===== src/verilog/cache_pkg.sv =====
// cache geometry, address union and line bus types, imported by every cache module
package cache_pkg;

  localparam int ADDR_W         = 12;  // word address
  localparam int OFF_W          = 2;
  localparam int IDX_W          = 2;
  localparam int TAG_W          = ADDR_W - IDX_W - OFF_W;
  localparam int WORDS_PER_LINE = 1 << OFF_W;
  localparam int NUM_LINES      = 1 << IDX_W;
  localparam int DATA_W         = 32;
  localparam int BCNT_W         = OFF_W + 1;  // holds WORDS_PER_LINE

  typedef struct packed {
    logic [TAG_W-1:0] tag;
    logic [IDX_W-1:0] idx;
    logic [OFF_W-1:0] off;
  } cache_addr_t;

  typedef union packed {
    logic [ADDR_W-1:0] raw;
    cache_addr_t       f;
  } cache_addr_u;

  // one word written into a line, gated per line by its enable
  typedef struct packed {
    logic [OFF_W-1:0]  off;
    logic [TAG_W-1:0]  tag;
    logic [DATA_W-1:0] data;
    logic              valid;
    logic              dirty;
  } line_wr_t;

  typedef struct packed {
    logic [TAG_W-1:0]  tag;
    logic              valid;
    logic              dirty;
    logic [DATA_W-1:0] data;  // word at the lookup offset
  } line_stat_t;

endpackage


===== src/verilog/cache_line.sv =====
// one direct-mapped cache line with two lookup ports and one write port, replicated per index
`timescale 1ns/100ps

module cache_line (
  input  logic                            clk,
  input  logic                            rst_n,
  input  cache_pkg::cache_addr_u          look_a_i,
  input  cache_pkg::cache_addr_u          look_b_i,
  input  logic [cache_pkg::OFF_W-1:0]     wb_off_i,
  input  logic                            we_i,
  input  cache_pkg::line_wr_t             wr_i,
  output cache_pkg::line_stat_t           stat_a_o,
  output cache_pkg::line_stat_t           stat_b_o,
  output logic [cache_pkg::DATA_W-1:0]    wb_data_o
);

  import cache_pkg::*;

  logic [DATA_W-1:0] words_q [WORDS_PER_LINE];
  logic [TAG_W-1:0]  tag_q;
  logic              valid_q;
  logic              dirty_q;

  // valid only rises with the last refill word
  always_ff @(posedge clk or negedge rst_n) begin
    if (!rst_n) begin
      valid_q <= 1'b0;
      dirty_q <= 1'b0;
    end else if (we_i) begin
      valid_q <= wr_i.valid;
      dirty_q <= wr_i.dirty;
    end
  end

  always_ff @(posedge clk) begin
    if (we_i) begin
      words_q[wr_i.off] <= wr_i.data;
      tag_q             <= wr_i.tag;  // same tag on every word of a fill
    end
  end

  always_comb begin
    stat_a_o.tag   = tag_q;
    stat_a_o.valid = valid_q;
    stat_a_o.dirty = dirty_q;
    stat_a_o.data  = words_q[look_a_i.f.off];
  end

  always_comb begin
    stat_b_o.tag   = tag_q;
    stat_b_o.valid = valid_q;
    stat_b_o.dirty = dirty_q;
    stat_b_o.data  = words_q[look_b_i.f.off];
  end

  assign wb_data_o = words_q[wb_off_i];  // write-back beat word

endmodule


===== src/verilog/miss_controller.sv =====
// miss FSM for the cache: victim write-back, line refill and port A write routing into the lines
`timescale 1ns/100ps

module miss_controller (
  input  logic                               clk,
  input  logic                               rst_n,
  input  cache_pkg::cache_addr_u             a_addr_i,
  input  cache_pkg::cache_addr_u             b_addr_i,
  input  logic                               a_write_i,
  input  logic [cache_pkg::DATA_W-1:0]       a_wdata_i,
  input  logic                               a_hit_i,
  input  logic                               a_miss_i,
  input  logic                               b_miss_i,
  input  logic [cache_pkg::TAG_W-1:0]        victim_tag_i,
  input  logic                               victim_dirty_i,
  input  logic [cache_pkg::DATA_W-1:0]       victim_data_i,
  output logic [cache_pkg::IDX_W-1:0]        victim_idx_o,
  output logic [cache_pkg::OFF_W-1:0]        wb_off_o,
  output logic                               busy_o,
  output logic [cache_pkg::NUM_LINES-1:0]    line_we_o,
  output cache_pkg::line_wr_t                line_wr_o,
  output cache_pkg::cache_addr_u             m_addr_o,
  output logic                               m_read_o,
  output logic                               m_write_o,
  output logic [cache_pkg::DATA_W-1:0]       m_wdata_o,
  output logic [cache_pkg::BCNT_W-1:0]       m_burstcount_o,
  input  logic [cache_pkg::DATA_W-1:0]       m_rdata_i,
  input  logic                               m_wait_i,
  input  logic                               m_rvalid_i
);

  import cache_pkg::*;

  typedef enum logic [1:0] {
    S_IDLE,
    S_WB,
    S_FILL
  } state_t;

  state_t      state_q;
  logic [OFF_W-1:0] off_q;  // beat / refill word counter
  logic        m_read_q;
  logic        m_write_q;
  cache_addr_u m_addr_q;
  cache_addr_u miss_addr_q;
  cache_addr_u miss_addr;
  logic        miss_seen;
  logic        last_word;
  logic        a_wr_hit;
  logic        wb_need;

  // live miss address in idle, port A first
  assign miss_addr.raw = (state_q != S_IDLE) ? miss_addr_q.raw :
                         a_miss_i ? a_addr_i.raw : b_addr_i.raw;
  assign miss_seen     = a_miss_i || b_miss_i;
  assign last_word     = off_q == OFF_W'(WORDS_PER_LINE - 1);
  assign a_wr_hit      = (state_q == S_IDLE) && a_write_i && a_hit_i;

  assign victim_idx_o = miss_addr.f.idx;
  assign wb_off_o     = off_q;
  assign busy_o       = state_q != S_IDLE;

  // a write landing in the victim on the capture edge makes it dirty too
  assign wb_need = victim_dirty_i || line_we_o[victim_idx_o];

  always_comb begin
    line_we_o = '0;
    if (state_q == S_FILL) begin
      line_wr_o.off   = off_q;
      line_wr_o.tag   = miss_addr_q.f.tag;
      line_wr_o.data  = m_rdata_i;
      line_wr_o.valid = last_word;
      line_wr_o.dirty = 1'b0;
      line_we_o[miss_addr_q.f.idx] = m_rvalid_i;
    end else begin
      line_wr_o.off   = a_addr_i.f.off;
      line_wr_o.tag   = a_addr_i.f.tag;
      line_wr_o.data  = a_wdata_i;
      line_wr_o.valid = 1'b1;
      line_wr_o.dirty = 1'b1;
      line_we_o[a_addr_i.f.idx] = a_wr_hit;
    end
  end

  always_ff @(posedge clk or negedge rst_n) begin
    if (!rst_n) begin
      state_q      <= S_IDLE;
      off_q        <= '0;
      m_read_q     <= 1'b0;
      m_write_q    <= 1'b0;
      m_addr_q.raw <= '0;
    end else begin
      case (state_q)
        S_IDLE: begin
          if (miss_seen) begin
            m_addr_q.f.idx <= miss_addr.f.idx;
            m_addr_q.f.off <= '0;  // bursts are line aligned
            if (wb_need) begin
              state_q        <= S_WB;
              m_write_q      <= 1'b1;
              m_addr_q.f.tag <= victim_tag_i;
            end else begin
              state_q        <= S_FILL;
              m_read_q       <= 1'b1;
              m_addr_q.f.tag <= miss_addr.f.tag;
            end
          end
        end
        S_WB: begin
          if (!m_wait_i) begin
            if (last_word) begin
              off_q          <= '0;
              m_write_q      <= 1'b0;
              m_read_q       <= 1'b1;
              m_addr_q.f.tag <= miss_addr_q.f.tag;
              state_q        <= S_FILL;
            end else begin
              off_q <= off_q + 1'b1;
            end
          end
        end
        S_FILL: begin
          if (m_read_q && !m_wait_i) begin
            m_read_q <= 1'b0;  // command taken, data follows
          end
          if (m_rvalid_i) begin
            if (last_word) begin
              off_q   <= '0;
              state_q <= S_IDLE;
            end else begin
              off_q <= off_q + 1'b1;
            end
          end
        end
        default: state_q <= S_IDLE;
      endcase
    end
  end

  always_ff @(posedge clk) begin
    if (state_q == S_IDLE) begin
      miss_addr_q <= miss_addr;
    end
  end

  assign m_addr_o       = m_addr_q;
  assign m_read_o       = m_read_q;
  assign m_write_o      = m_write_q;
  assign m_wdata_o      = victim_data_i;
  assign m_burstcount_o = BCNT_W'(WORDS_PER_LINE);

endmodule


===== src/verilog/hit_select.sv =====
// picks the indexed line per port, forms hit, readdata and wait, and muxes victim status
`timescale 1ns/100ps

module hit_select (
  input  cache_pkg::cache_addr_u                                a_addr_i,
  input  cache_pkg::cache_addr_u                                b_addr_i,
  input  logic                                                  a_read_i,
  input  logic                                                  a_write_i,
  input  logic                                                  b_read_i,
  input  logic                                                  busy_i,
  input  cache_pkg::line_stat_t [cache_pkg::NUM_LINES-1:0]      stat_a_i,
  input  cache_pkg::line_stat_t [cache_pkg::NUM_LINES-1:0]      stat_b_i,
  input  logic [cache_pkg::NUM_LINES-1:0][cache_pkg::DATA_W-1:0] wb_data_i,
  input  logic [cache_pkg::IDX_W-1:0]                           victim_idx_i,
  output logic                                                  a_hit_o,
  output logic                                                  b_hit_o,
  output logic [cache_pkg::DATA_W-1:0]                          a_rdata_o,
  output logic [cache_pkg::DATA_W-1:0]                          b_rdata_o,
  output logic                                                  a_wait_o,
  output logic                                                  b_wait_o,
  output logic [cache_pkg::TAG_W-1:0]                           victim_tag_o,
  output logic                                                  victim_dirty_o,
  output logic [cache_pkg::DATA_W-1:0]                          victim_data_o
);

  import cache_pkg::*;

  line_stat_t sel_a;
  line_stat_t sel_b;

  assign sel_a = stat_a_i[a_addr_i.f.idx];
  assign sel_b = stat_b_i[b_addr_i.f.idx];

  assign a_hit_o = sel_a.valid && (sel_a.tag == a_addr_i.f.tag);
  assign b_hit_o = sel_b.valid && (sel_b.tag == b_addr_i.f.tag);

  assign a_rdata_o = sel_a.data;
  assign b_rdata_o = sel_b.data;

  // port A writes also hold off while a miss owns the line write port
  assign a_wait_o = (a_read_i && !a_hit_o) || (a_write_i && (!a_hit_o || busy_i));
  assign b_wait_o = b_read_i && !b_hit_o;

  assign victim_tag_o   = stat_a_i[victim_idx_i].tag;  // tag and dirty are per line
  assign victim_dirty_o = stat_a_i[victim_idx_i].dirty;
  assign victim_data_o  = wb_data_i[victim_idx_i];

endmodule


===== src/verilog/cache_top.sv =====
// two-port write-back cache top, joins the miss FSM, the line array and the hit selector
`timescale 1ns/100ps

module cache_top (
  input  logic                            clk,
  input  logic                            rst_n,
  input  cache_pkg::cache_addr_u          a_addr_i,
  input  logic                            a_read_i,
  input  logic                            a_write_i,
  input  logic [cache_pkg::DATA_W-1:0]    a_wdata_i,
  output logic [cache_pkg::DATA_W-1:0]    a_rdata_o,
  output logic                            a_wait_o,
  input  cache_pkg::cache_addr_u          b_addr_i,
  input  logic                            b_read_i,
  output logic [cache_pkg::DATA_W-1:0]    b_rdata_o,
  output logic                            b_wait_o,
  output cache_pkg::cache_addr_u          m_addr_o,
  output logic                            m_read_o,
  output logic                            m_write_o,
  output logic [cache_pkg::DATA_W-1:0]    m_wdata_o,
  output logic [cache_pkg::BCNT_W-1:0]    m_burstcount_o,
  input  logic [cache_pkg::DATA_W-1:0]    m_rdata_i,
  input  logic                            m_wait_i,
  input  logic                            m_rvalid_i
);

  import cache_pkg::*;

  line_wr_t                             line_wr;
  logic [NUM_LINES-1:0]                 line_we;
  line_stat_t [NUM_LINES-1:0]           stat_a;
  line_stat_t [NUM_LINES-1:0]           stat_b;
  logic [NUM_LINES-1:0][DATA_W-1:0]     wb_data;
  logic [OFF_W-1:0]                     wb_off;
  logic [IDX_W-1:0]                     victim_idx;
  logic [TAG_W-1:0]                     victim_tag;
  logic                                 victim_dirty;
  logic [DATA_W-1:0]                    victim_data;
  logic                                 a_hit;
  logic                                 b_hit;
  logic                                 a_miss;
  logic                                 b_miss;
  logic                                 busy;

  assign a_miss = (a_read_i || a_write_i) && !a_hit;
  assign b_miss = b_read_i && !b_hit;

  miss_controller controller_inst (
    .clk            (clk),
    .rst_n          (rst_n),
    .a_addr_i       (a_addr_i),
    .b_addr_i       (b_addr_i),
    .a_write_i      (a_write_i),
    .a_wdata_i      (a_wdata_i),
    .a_hit_i        (a_hit),
    .a_miss_i       (a_miss),
    .b_miss_i       (b_miss),
    .victim_tag_i   (victim_tag),
    .victim_dirty_i (victim_dirty),
    .victim_data_i  (victim_data),
    .victim_idx_o   (victim_idx),
    .wb_off_o       (wb_off),
    .busy_o         (busy),
    .line_we_o      (line_we),
    .line_wr_o      (line_wr),
    .m_addr_o       (m_addr_o),
    .m_read_o       (m_read_o),
    .m_write_o      (m_write_o),
    .m_wdata_o      (m_wdata_o),
    .m_burstcount_o (m_burstcount_o),
    .m_rdata_i      (m_rdata_i),
    .m_wait_i       (m_wait_i),
    .m_rvalid_i     (m_rvalid_i)
  );

  for (genvar i = 0; i < NUM_LINES; i++) begin : g_line
    cache_line line_inst (
      .clk       (clk),
      .rst_n     (rst_n),
      .look_a_i  (a_addr_i),
      .look_b_i  (b_addr_i),
      .wb_off_i  (wb_off),
      .we_i      (line_we[i]),
      .wr_i      (line_wr),
      .stat_a_o  (stat_a[i]),
      .stat_b_o  (stat_b[i]),
      .wb_data_o (wb_data[i])
    );
  end

  hit_select hit_select_inst (
    .a_addr_i       (a_addr_i),
    .b_addr_i       (b_addr_i),
    .a_read_i       (a_read_i),
    .a_write_i      (a_write_i),
    .b_read_i       (b_read_i),
    .busy_i         (busy),
    .stat_a_i       (stat_a),
    .stat_b_i       (stat_b),
    .wb_data_i      (wb_data),
    .victim_idx_i   (victim_idx),
    .a_hit_o        (a_hit),
    .b_hit_o        (b_hit),
    .a_rdata_o      (a_rdata_o),
    .b_rdata_o      (b_rdata_o),
    .a_wait_o       (a_wait_o),
    .b_wait_o       (b_wait_o),
    .victim_tag_o   (victim_tag),
    .victim_dirty_o (victim_dirty),
    .victim_data_o  (victim_data)
  );

endmodule


===== config.mk =====
export PLATFORM = sky130hd
export DESIGN_NAME = cache_top
export DESIGN_NICKNAME = d
export VERILOG_FILES = /design/src/verilog/cache_pkg.sv /design/src/verilog/cache_line.sv /design/src/verilog/miss_controller.sv /design/src/verilog/hit_select.sv /design/src/verilog/cache_top.sv
export SDC_FILE = /design/constraint.sdc
export NUM_CORES = 1
export LEC_CHECK = 0
export BUFFER_PORTS_ARGS = -buffer_cell sky130_fd_sc_hd__buf_2
export CORE_ASPECT_RATIO = 1.25
export CORE_MARGIN = 10
export CORE_UTILIZATION = 35
export CTS_CLUSTER_SIZE = 40
export DETAILED_ROUTE_END_ITERATION = 7
export MAX_ROUTING_LAYER = met4
export PLACE_DENSITY_LB_ADDON = 0.05
export SYNTH_ARGS = -nofsm -noshare
export SYNTH_HDL_FRONTEND = slang
export SYNTH_SLANG_ARGS = --single-unit

===== constraint.sdc =====
create_clock -name clk -period 3.87 [get_ports clk]
set_input_delay 0 -clock clk [delete_from_list [all_inputs] [get_ports clk]]
set_output_delay 0 -clock clk [all_outputs]
set_load 0.02 [all_outputs]

==> results.sh, run 1 <==
export IMPL_slew_headroom_pct=31.0
export IMPL_fin_hold_ws_ps=16.9
export IMPL_clock_latency_ps=630
export IMPL_rr_worst_depth=10
export IMPL_synth_cell_types=58
export IMPL_p_leak_nw=12.5
export IMPL_max_slew_worst_pin_slew_ps=1030
export IMPL_mostFrequentLayoutCells="edfxtp_1 (554), mux4_2 (461), buf_2 (173)"
export IMPL_switching_power_w=0.00888
export IMPL_drc_errors=0
export IMPL_synthMuxAreaShare_pct=36.3
export IMPL_netlist_area_leader_share_pct=53.0
export IMPL_gp_congestion=0.772
export IMPL_maxCapViolCount=0
export IMPL_finalHoldViolCount=0
export IMPL_r2r_start="g_line[3].line_inst.tag_q[2]"
export IMPL_grt_start_max_net_pins=67
export IMPL_synth_area_um2=31400
export IMPL_track_usage_pct=21.1
export IMPL_dieArea_um2=102000
export IMPL_grt_ovfl_total=0
export IMPL_synth_xor_area_share_pct=0.558
export IMPL_ctsLongestPathBuffers=3
export IMPL_outcome="complete, no violations"
export IMPL_synth_area_leaders="edfxtp_1 (53%), mux4_2 (33%), dfrtp_1 (1.9%)"
export IMPL_peakVddDrop_mv=0.627
export IMPL_vias=18900
export IMPL_viasPerCell=5.90
export IMPL_yosysSeqAreaShare_pct=54.9
export IMPL_nets=2071
export IMPL_synthAdderAreaFrac_pct=0.0398
export IMPL_antenna_found_initial=1
export IMPL_period_minus_slack_ps=3760
export IMPL_endpoint_kind="primary output"
export IMPL_syn_avg_cell_area_um2=19.0
export IMPL_maxSlewViolCount=0
export IMPL_startpoint_type="flip-flop"
export IMPL_synth_compound_area_share_pct=3.21
export IMPL_port_buffers=204
export IMPL_cts_tree="yes"
export IMPL_placementRows=122
export IMPL_hp_start="a_wdata_i[4]"
export IMPL_clock_sinks=578
export IMPL_setup_viol=0
export IMPL_critPathKind="reg2out"
export IMPL_cts_root_buf="clkbuf_16"
export IMPL_finalCritPeriodShare_pct=97.1
export IMPL_ys_seq_elements=578
export IMPL_r2r_end="controller_inst.m_read_o"
export IMPL_final_common_cell="edfxtp_1"
export IMPL_wl_per_cell_um=32.5
export IMPL_die_h_um=355
export IMPL_seq_power_share_pct=33.7
export IMPL_first_global_vias=20700
export IMPL_num_fill_cells=7893
export IMPL_ys_async_sr_fraction_pct=4.15
export IMPL_min_to="g_line[0].line_inst.words_q[0][4]"
export IMPL_synth_simple_area_share_pct=2.70
export IMPL_hold_path_class="in2reg"
export IMPL_die_width_um=288
export IMPL_hold_depth=2
export IMPL_rrSetupSlack_ps=290
export IMPL_wl_um=104000
export IMPL_core_area_um2=88800
export IMPL_grt_pass1_wl_um=151000
export IMPL_finalClockSkew_ps=22.7
export IMPL_power_internal_w=0.0162
export IMPL_drive_above_1_share_pct=47.8
export IMPL_switching_share_pct=35.4
export IMPL_dr_pass1_iters=5
export IMPL_clock_fmax_ghz=0.266
export IMPL_initialDrtViolationCount=1560
export IMPL_start_util_pct=35.3
export IMPL_yosysTopAreaCell="edfxtp_1"
export IMPL_synth_top_family_by_area="multiplexers"
export IMPL_syn_to_final_growth_pct=21.0
export IMPL_synth_cells=1650
export IMPL_powerDensity_nw_per_um2=659
export IMPL_synth_edf_count=554
export IMPL_antenna_left=0
export IMPL_place_area_um2=34400
export IMPL_dp_hpwl_um=63000
export IMPL_synth_warnings=0
export IMPL_cts_htree_levels=3
export IMPL_pwr_share_clk_pct=25.9
export IMPL_cts_made_buffers=68
export IMPL_grt_setup_unrepaired="true"
export IMPL_synthFlopType="edfxtp_1"
export IMPL_worst_endpoint_required_ps=3870
export IMPL_critPathArrivalTime_ps=3760
export IMPL_power_frac_comb_pct=40.3
export IMPL_fin_area_um2=38000
export IMPL_worstPathMaxFanout=7
export IMPL_path_clk_slew_ps=60
export IMPL_io_pins=210
==> layout make-up <==
class / instances / area [um^2] / share of cell area (%)
Clock buffer: 83 / 1780 / 4.68
Antenna cell: 1 / 2.50 / 0.00659
Timing Repair Buffer: 408 / 3270 / 8.60
Clock inverter: 38 / 427 / 1.12
Sequential cell: 578 / 17200 / 45.4
Multi-Input combinational cell: 902 / 13700 / 36.1
Inverter: 17 / 72.6 / 0.191
Tap cell: 1178 / 1470 / 3.88
==> sequential cells by signal, summed over array words and instances (netlist names) <==
signal	cells
controller_inst.wb_off_o	2
g_line.line_inst.dirty_q	4
controller_inst.m_write_o	1
g_line.line_inst.tag_q	32
controller_inst.m_read_o	1
g_line.line_inst.words_q	512
controller_inst.m_addr_o	10
controller_inst.miss_addr_q	10
controller_inst.state_q	2
g_line.line_inst.valid_q	4
==> through the flow <==
step / util (%) / setup WS (ps) / setup TNS [ps] / cells / total power [W]
2_1_floorplan: - / 166 / 0 / 1653 / 0.0142
3_3_place_gp: 38.7 / 319 / 0 / 2974 / 0.0178
3_5_place_dp: 38.7 / 275 / 0 / 2974 / 0.0178
4_1_cts: 42.6 / 9.41 / 0 / 3202 / 0.0252
5_1_grt: 42.8 / -83.8 / -1270 / 3205 / 0.0262
6_report: 42.8 / 111 / 0 / 3205 / 0.0251
==> layer usage <==
metal	track usage, %	share of wire (%)
met2	34.6	51
met1	26.8	41
met4	5.62	1.8
met5	-	0
met3	3.51	5.9
==> Yosys cell counts (2+ instances only) <==
cell      count
inv_1        14
o311a_1       2
clkbuf_1    109
nor3b_1       3
nand2_1      52
a31o_1        6
and2_1       36
a41oi_1       2
nand2b_1      2
a31oi_1      10
a211oi_1     33
nand3_1      10
buf_6         3
edfxtp_1    554
o32ai_1       9
nand4_1       5
o21ai_1       2
o21a_1        3
xor2_1        7
o22ai_1       4
o21ai_0      16
o211ai_1      4
mux2i_1      50
buf_1        25
nand3b_1      9
mux2_2       44
nor2_1       28
nor3_1        9
dfrtp_1      24
a21oi_1      47
or2_1         2
buf_4         8
and3_1        9
conb_1        2
xnor2_1      13
buf_2        11
a22oi_1       2
mux4_2      461
==> power by group through the flow <==
stage | clock network, W | logic, W | registers (W)
final | 0.00650 | 0.0101 | 0.00845
after global routing | 0.00693 | 0.0108 | 0.00852
after CTS | 0.00668 | 0.0100 | 0.00844
after detailed placement | 0 | 0.00925 | 0.00857
after global placement | 0 | 0.00924 | 0.00854
after floorplan | 0 | 0.00583 | 0.00840
==> how the worst max path moves through the flow <==
stage | startpoint | to | cells after the start
after floorplan | g_line[3].line_inst.tag_q[4] | g_line[1].line_inst.words_q[2][0] | 7
after global placement | g_line[3].line_inst.tag_q[5] | m_wdata_o[20] | 12
after detailed placement | g_line[3].line_inst.tag_q[5] | m_wdata_o[20] | 12
after CTS | g_line[3].line_inst.tag_q[2] | m_wdata_o[3] | 11
after global routing | g_line[3].line_inst.tag_q[5] | m_wdata_o[28] | 11
final | g_line[3].line_inst.tag_q[2] | m_wdata_o[21] | 12
==> worst max-delay path, cell delays in order (launching register included) <==
cell,delay [ps]
edfxtp_1,400
mux4_2,510
xnor2_2,150
nand4_1,190
a221oi_4,310
mux2_4,340
or2_4,320
inv_8,130
buf_12,160
buf_12,140
a211oi_1,70
a21oi_1,200
buf_4,190
==> logic make-up after synthesis <==
kind of cell	count (synthesis)
other	2
buffers and inverters	173
DFF	578
AOI/OAI and AO/OA	151
adders and majority gates	1
muxes	556
xor gates and xnor gates	20
and+or+nand+nor	169
==> what timing repair did <==
item / 4_1_cts / 5_1_grt
cloned: 3 / 0
resized for setup: 35 / 31
setup buffers: 12 / 2
hold endpoints to repair: 534 / 0
pin swaps: 4 / 2
setup endpoints to repair: 32 / 32
hold buffers: 92 / 0
Power figures use the tool's default switching activity.
==> run 2, diff against run 1 <==
--- a/config.mk
+++ b/config.mk
@@ -9,6 +9,7 @@
 export CORE_ASPECT_RATIO = 1.25
 export CORE_MARGIN = 10
 export CORE_UTILIZATION = 35
+export CTS_BUF_LIST = sky130_fd_sc_hd__clkbuf_4 sky130_fd_sc_hd__clkbuf_8
 export CTS_CLUSTER_SIZE = 40
 export DETAILED_ROUTE_END_ITERATION = 7
 export MAX_ROUTING_LAYER = met4
==> run 2 against run 1 <==
  * The run now ends with setup timing left
  * Worst setup slack worse by 130 ps
  * Sequential share of layout area is 0.40 points lower
  * Global-route usage hardly changed
  * Via count is 1.7% higher
  * Largest power group unchanged
  * Clock skew is 5.9 ps higher
  * Maximum frequency is 3.3% lower
  * Utilization is 0.38 points higher
  * Highest routed layer unchanged
  * Design area is 0.89% higher
  * Clock power is 9.7% lower
==> results.sh, run 2 (same netlist as run 1, synthesis figures left out) <==
export IMPL_outcome="finished with violations"
export IMPL_violations="setup timing"
export IMPL_finalCritPeriodShare_pct=100
export IMPL_dp_hpwl_um=63000
export IMPL_setup_tns_ps=-18.5
export IMPL_max_slew_worst_pin_slew_ps=1010
export IMPL_port_buffers=204
export IMPL_vias=19200
export IMPL_maxCapViolCount=0
export IMPL_grt_start_max_net_pins=67
export IMPL_grt_ovfl_total=0
export IMPL_mostFrequentLayoutCells="edfxtp_1 (554), mux4_2 (461), buf_2 (166)"
export IMPL_fin_area_um2=38300
export IMPL_critPathSlowestCell="mux4_2"
export IMPL_wl_um=106000
export IMPL_p_leak_nw=12.7
export IMPL_track_usage_pct=21.1
export IMPL_dr_pass1_iters=5
export IMPL_clock_fmax_ghz=0.257
export IMPL_critPathArrivalTime_ps=3890
export IMPL_die_width_um=288
export IMPL_die_h_um=355
export IMPL_antenna_left=0
export IMPL_drive_above_1_share_pct=51.4
export IMPL_cts_root_buf="clkbuf_8"
export IMPL_syn_to_final_growth_pct=22.1
export IMPL_stdcell_count=3280
export IMPL_largest_register="g_line.line_inst.words_q"
export IMPL_power_internal_w=0.0162
export IMPL_start_util_pct=35.3
export IMPL_slew_headroom_pct=32.9
export IMPL_startpoint_type="flip-flop"
export IMPL_final_common_cell="edfxtp_1"
export IMPL_clock_latency_ps=720
export IMPL_crit_chain="mux4_2 > xnor2_2 > nand4_1 > a221oi_4 > mux2_4 > or2_4 > clkinv_8 > buf_12 > buf_12 > a211oi_2 > a21oi_2 > buf_4"
export IMPL_first_global_vias=21000
export IMPL_seq_power_share_pct=33.2
export IMPL_grt_pass1_wl_um=152000
export IMPL_worst_slack_ps=-18.5
export IMPL_numPlacedInstances=2974
export IMPL_critPathKind="reg2out"
export IMPL_initialDrtViolationCount=1490
export IMPL_peakVddDrop_mv=0.561
export IMPL_switching_power_w=0.00929
export IMPL_cpMostUsedCell="buf_12"
export IMPL_finalClockSkew_ps=28.6
export IMPL_clock_sinks=578
export IMPL_placementRows=122
export IMPL_power_frac_comb_pct=43.7
export IMPL_cts_tree="yes"
export IMPL_worstPathMaxFanout=7
export IMPL_finalHoldViolCount=0
export IMPL_io_pins=210
export IMPL_nets=2118
export IMPL_period_minus_slack_ps=3890
export IMPL_cts_made_buffers=101
export IMPL_place_area_um2=34400
export IMPL_cts_htree_levels=3
export IMPL_drc_errors=0
export IMPL_endpoint_kind="primary output"
export IMPL_powerDensity_nw_per_um2=664
export IMPL_switching_share_pct=36.5
export IMPL_pwr_share_clk_pct=23.1
export IMPL_path_clk_slew_ps=60
export IMPL_wl_per_cell_um=32.5
export IMPL_max_stage_delay_ps=500
export IMPL_hold_path_class="in2reg"
export IMPL_largest_reg_flops=512
export IMPL_viasPerCell=5.86
export IMPL_gp_congestion=0.772
export IMPL_core_area_um2=88800
export IMPL_maxSlewViolCount=0
export IMPL_setup_viol=1
export IMPL_grt_setup_unrepaired="true"
export IMPL_antenna_found_initial=2
export IMPL_reg_top3="g_line.line_inst.words_q: 512 flops, g_line.line_inst.tag_q: 32 flops"
export IMPL_worst_endpoint_required_ps=3870
export IMPL_place_ws_ps=275
export IMPL_dieArea_um2=102000
export IMPL_ctsLongestPathBuffers=3
-- run 2: changes by cell type in the layout (fill, tap and decap cells not counted), moves of 7 or more --
cell / previous run / this run
and2_4: 0 / 12
a211oi_4: 1 / 8
buf_2: 173 / 166
buf_6: 6 / 24
a21oi_1: 38 / 26
clkinv_1: 12 / 23
clkbuf_16: 69 / 5
a21oi_2: 9 / 21
clkbuf_8: 0 / 107
clkbuf_1: 14 / 0
a211oi_1: 19 / 9
clkbuf_4: 0 / 27
and2_1: 36 / 24
-- run 2: power groups by stage --
stage               Sequential (W)  Combinational (W)  Clock, W
finish                     0.00845             0.0111   0.00587
detailed placement         0.00857            0.00925         0
global placement           0.00854            0.00924         0
CTS                        0.00845             0.0102   0.00605
floorplan                  0.00840            0.00583         0
global route               0.00852             0.0118   0.00633
-- run 2: layout make-up --
type | count | area [um^2]
Fill cell | 7914 | 50500
Clock inverter | 47 | 390
Multi-Input combinational cell | 903 | 13900
Inverter | 17 | 78.8
Tap cell | 1178 | 1470
Antenna cell | 2 | 5.00
Sequential cell | 578 | 17200
Clock buffer | 134 | 1680
Timing Repair Buffer | 421 | 3540
-- run 2: what timing repair did --
action / 4_1_cts / 5_1_grt
endpoints found under the setup margin: 32 / 32
hold endpoints to repair: 597 / 0
pin swaps: 6 / 16
gates cloned: 3 / 7
hold buffers: 93 / 0
buffers inserted: 13 / 9
resized for setup: 52 / 92
-- run 2: final timing paths --
kind | depth (start not counted) | to | start | slack, ps
max | 12 | m_wdata_o[19] | g_line[2].line_inst.tag_q[2] | -20
min | 6 | controller_inst.m_addr_o[3] | a_read_i | 130
max reg2reg | 11 | controller_inst.m_read_o | g_line[2].line_inst.tag_q[2] | 180
min reg2reg | 2 | g_line[1].line_inst.dirty_q | g_line[1].line_inst.dirty_q | 510
max in group asynchronous | 4 | controller_inst.wb_off_o[1] | rst_n | 3340
min in group asynchronous | 4 | controller_inst.m_addr_o[4] | rst_n | 340
-- run 2: stage by stage --
stage / hold WS [ps] / utilization [%] / total power, W
2_1_floorplan: -296 / - / 0.0142
3_3_place_gp: 51.9 / 38.7 / 0.0178
3_5_place_dp: 57.8 / 38.7 / 0.0178
4_1_cts: 74.6 / 42.5 / 0.0247
5_1_grt: 208 / 43.1 / 0.0266
6_report: 132 / 43.1 / 0.0254
-- run 2: metal layers --
| metal | share of wire [%] | global-route usage (%) | wire [um] | vias to the layer above |
|---|---|---|---|---|
| met5 | 0 | - | 0 | - |
| met4 | 2.6 | 6.53 | 2790 | 0 |
| met3 | 5.8 | 3.50 | 6140 | 177 |
| met2 | 50 | 34.6 | 53500 | 710 |
| met1 | 41 | 26.6 | 44100 | 10400 |
| li1 | - | - | - | 7955 |
-- run 2: critical path, delay by kind of cell, from the launching register on --
kind            cells  cell delay (ps)
buf+inv             4              610
flops               1              410
compound gates      3              550
simple gates        2              540
xor+xnor            1              150
mux                 2              870
==> run 3, diff against run 2 <==
--- a/config.mk
+++ b/config.mk
@@ -14,6 +14,7 @@
 export DETAILED_ROUTE_END_ITERATION = 7
 export MAX_ROUTING_LAYER = met4
 export PLACE_DENSITY_LB_ADDON = 0.05
+export REMOVE_ABC_BUFFERS = 1
 export SYNTH_ARGS = -nofsm -noshare
 export SYNTH_HDL_FRONTEND = slang
 export SYNTH_SLANG_ARGS = --single-unit
==> run 3 against run 2 <==
  * The run still ends with setup timing left
  * Clock power hardly changed
  * Clock skew increased by 18 ps
  * Count of clock-buffer cells in the layout decreased by 1
  * Sequential power grew 0.7%
  * Via count grew 0.77%
  * Critical path depth is 1 lower
  * Worst setup slack worse by 75 ps
  * Utilization rose by 0.12 points
  * Critical endpoint is now m_wdata_o[29]
  * Die area did not move
  * Largest power group unchanged
  * Non-clock buffer count is 5 higher
  * Highest routed layer unchanged
  * Critical path type unchanged
  * Total power about the same
==> results.sh, run 3 (same netlist as run 1, synthesis figures left out) <==
export IMPL_io_pins=210
export IMPL_die_h_um=355
export IMPL_violations="setup timing"
export IMPL_worst_slack_ps=-93.0
export IMPL_finalHoldViolCount=0
export IMPL_dr_pass1_iters=5
export IMPL_cts_tree="yes"
export IMPL_worstPathMaxFanout=21
export IMPL_startpoint_type="flip-flop"
export IMPL_drc_errors=0
export IMPL_worst_endpoint_required_ps=3870
export IMPL_grt_pass1_wl_um=153000
export IMPL_first_global_vias=20800
export IMPL_clock_fmax_ghz=0.252
export IMPL_antenna_found_initial=6
export IMPL_final_util_pct=43.3
export IMPL_outcome="finished with violations"
export IMPL_port_buffers=204
export IMPL_track_usage_pct=21.4
export IMPL_initialDrtViolationCount=1601
export IMPL_cts_root_buf="clkbuf_8"
export IMPL_largest_reg_flops=512
export IMPL_powerDensity_nw_per_um2=662
export IMPL_grt_ovfl_total=0
export IMPL_endpoint_kind="primary output"
export IMPL_mostFrequentLayoutCells="edfxtp_1 (554), mux4_2 (461), buf_2 (174)"
export IMPL_ctsLongestPathBuffers=3
export IMPL_setup_tns_ps=-252
export IMPL_reg_top3="g_line.line_inst.words_q: 512 flops, g_line.line_inst.tag_q: 32 flops"
export IMPL_critPathArrivalTime_ps=3960
export IMPL_p_leak_nw=12.7
export IMPL_die_width_um=288
export IMPL_critPathSlowestCell="mux4_2"
export IMPL_clock_sinks=578
export IMPL_vias=19400
export IMPL_wl_per_cell_um=33.3
export IMPL_syn_to_final_growth_pct=22.4
export IMPL_nets=2122
export IMPL_drive_above_1_share_pct=50.6
export IMPL_crit_chain="mux4_2 > xnor2_1 > nand4_1 > a221oi_4 > mux2_4 > or2_4 > buf_12 > and2_1 > a211oi_1 > a21oi_1 > buf_4"
export IMPL_finalCritPeriodShare_pct=102
export IMPL_placementRows=122
export IMPL_hold_path_class="in2reg"
export IMPL_clock_latency_ps=740
export IMPL_max_stage_delay_ps=490
export IMPL_cts_htree_levels=3
export IMPL_core_area_um2=88800
export IMPL_dieArea_um2=102000
export IMPL_period_minus_slack_ps=3960
export IMPL_dp_hpwl_um=64300
export IMPL_path_clk_slew_ps=60
export IMPL_wl_um=109000
export IMPL_setup_viol=10
export IMPL_finalClockSkew_ps=47.0
export IMPL_final_common_cell="edfxtp_1"
export IMPL_grt_setup_unrepaired="true"
export IMPL_peakVddDrop_mv=0.466
export IMPL_critPathKind="reg2out"
export IMPL_max_slew_worst_pin_slew_ps=1190
export IMPL_place_ws_ps=221
export IMPL_grt_start_max_net_pins=48
export IMPL_cts_made_buffers=100
export IMPL_largest_register="g_line.line_inst.words_q"
export IMPL_maxSlewViolCount=0
export IMPL_gp_congestion=0.792
export IMPL_viasPerCell=5.89
export IMPL_start_util_pct=35.3
export IMPL_maxCapViolCount=0
export IMPL_slew_headroom_pct=20.2
export IMPL_antenna_left=0
==> run 3: metrics by stage <==
stage          instances  total power [W]  cell area [um^2]  hold WS, ps
6_report            3286           0.0254             38400          119
2_1_floorplan       1497           0.0142             30800         -296
5_1_grt             3286           0.0266             38400          215
4_1_cts             3255           0.0247             37800         44.2
3_5_place_dp        2970           0.0178             34500         63.4
3_3_place_gp        2970           0.0177             34500         55.2
==> run 3: final timing paths <==
check	from	endpoint	slack [ps]	depth (start not counted)
worst min-delay path	a_read_i	controller_inst.m_addr_o[2]	120	6
worst min register to register	controller_inst.m_addr_o[3]	controller_inst.m_addr_o[3]	490	2
worst max-delay path	g_line[2].line_inst.tag_q[2]	m_wdata_o[29]	-90	11
min in group asynchronous	rst_n	controller_inst.m_addr_o[3]	280	4
worst max register to register	g_line[3].line_inst.tag_q[4]	controller_inst.m_read_o	160	12
max in group asynchronous	rst_n	controller_inst.m_addr_o[5]	3390	4
==> run 3: repair_timing <==
item	in CTS	in global routing
hold buffers	100	0
buffers inserted	1	20
gates cloned	3	8
resized for setup	44	66
hold endpoints to repair	596	0
pin swaps	1	11
setup endpoints to repair	32	32
==> run 3: layout make-up <==
| cell class | count | area, um^2 |
|---|---|---|
| multi-input combinational | 903 | 13800 |
| timing repair buffer | 426 | 3730 |
| clock inverter | 48 | 407 |
| tap | 1178 | 1470 |
| clock buffer | 133 | 1660 |
| sequential | 578 | 17200 |
| fill | 7875 | 50400 |
| antenna | 3 | 7.51 |
| inverter | 17 | 83.8 |
==> run 3: where the power goes <==
group,leakage (nW),total [W],switching (W),internal [W]
clock,1.09,0.00590,0.00264,0.00326
sequential,5.29,0.00851,0.000491,0.00802
combinational,6.36,0.0110,0.00627,0.00476
total,12.7,0.0254,0.00940,0.0160
==> run 3: layer usage <==
| metal | GRT usage, % | part of all wire, % |
|---|---|---|
| met5 | - | 0 |
| met4 | 5.54 | 2.2 |
| met3 | 3.11 | 5.3 |
| met2 | 36.1 | 51 |
| met1 | 26.9 | 41 |
==> run 3: worst max-delay path, delay by kind of cell (launching register included) <==
kind / cells / cell delay [ps]
compound gates: 3 / 710
xor+xnor: 1 / 160
buf+inv: 2 / 370
flops: 1 / 420
mux: 2 / 860
simple gates: 3 / 680
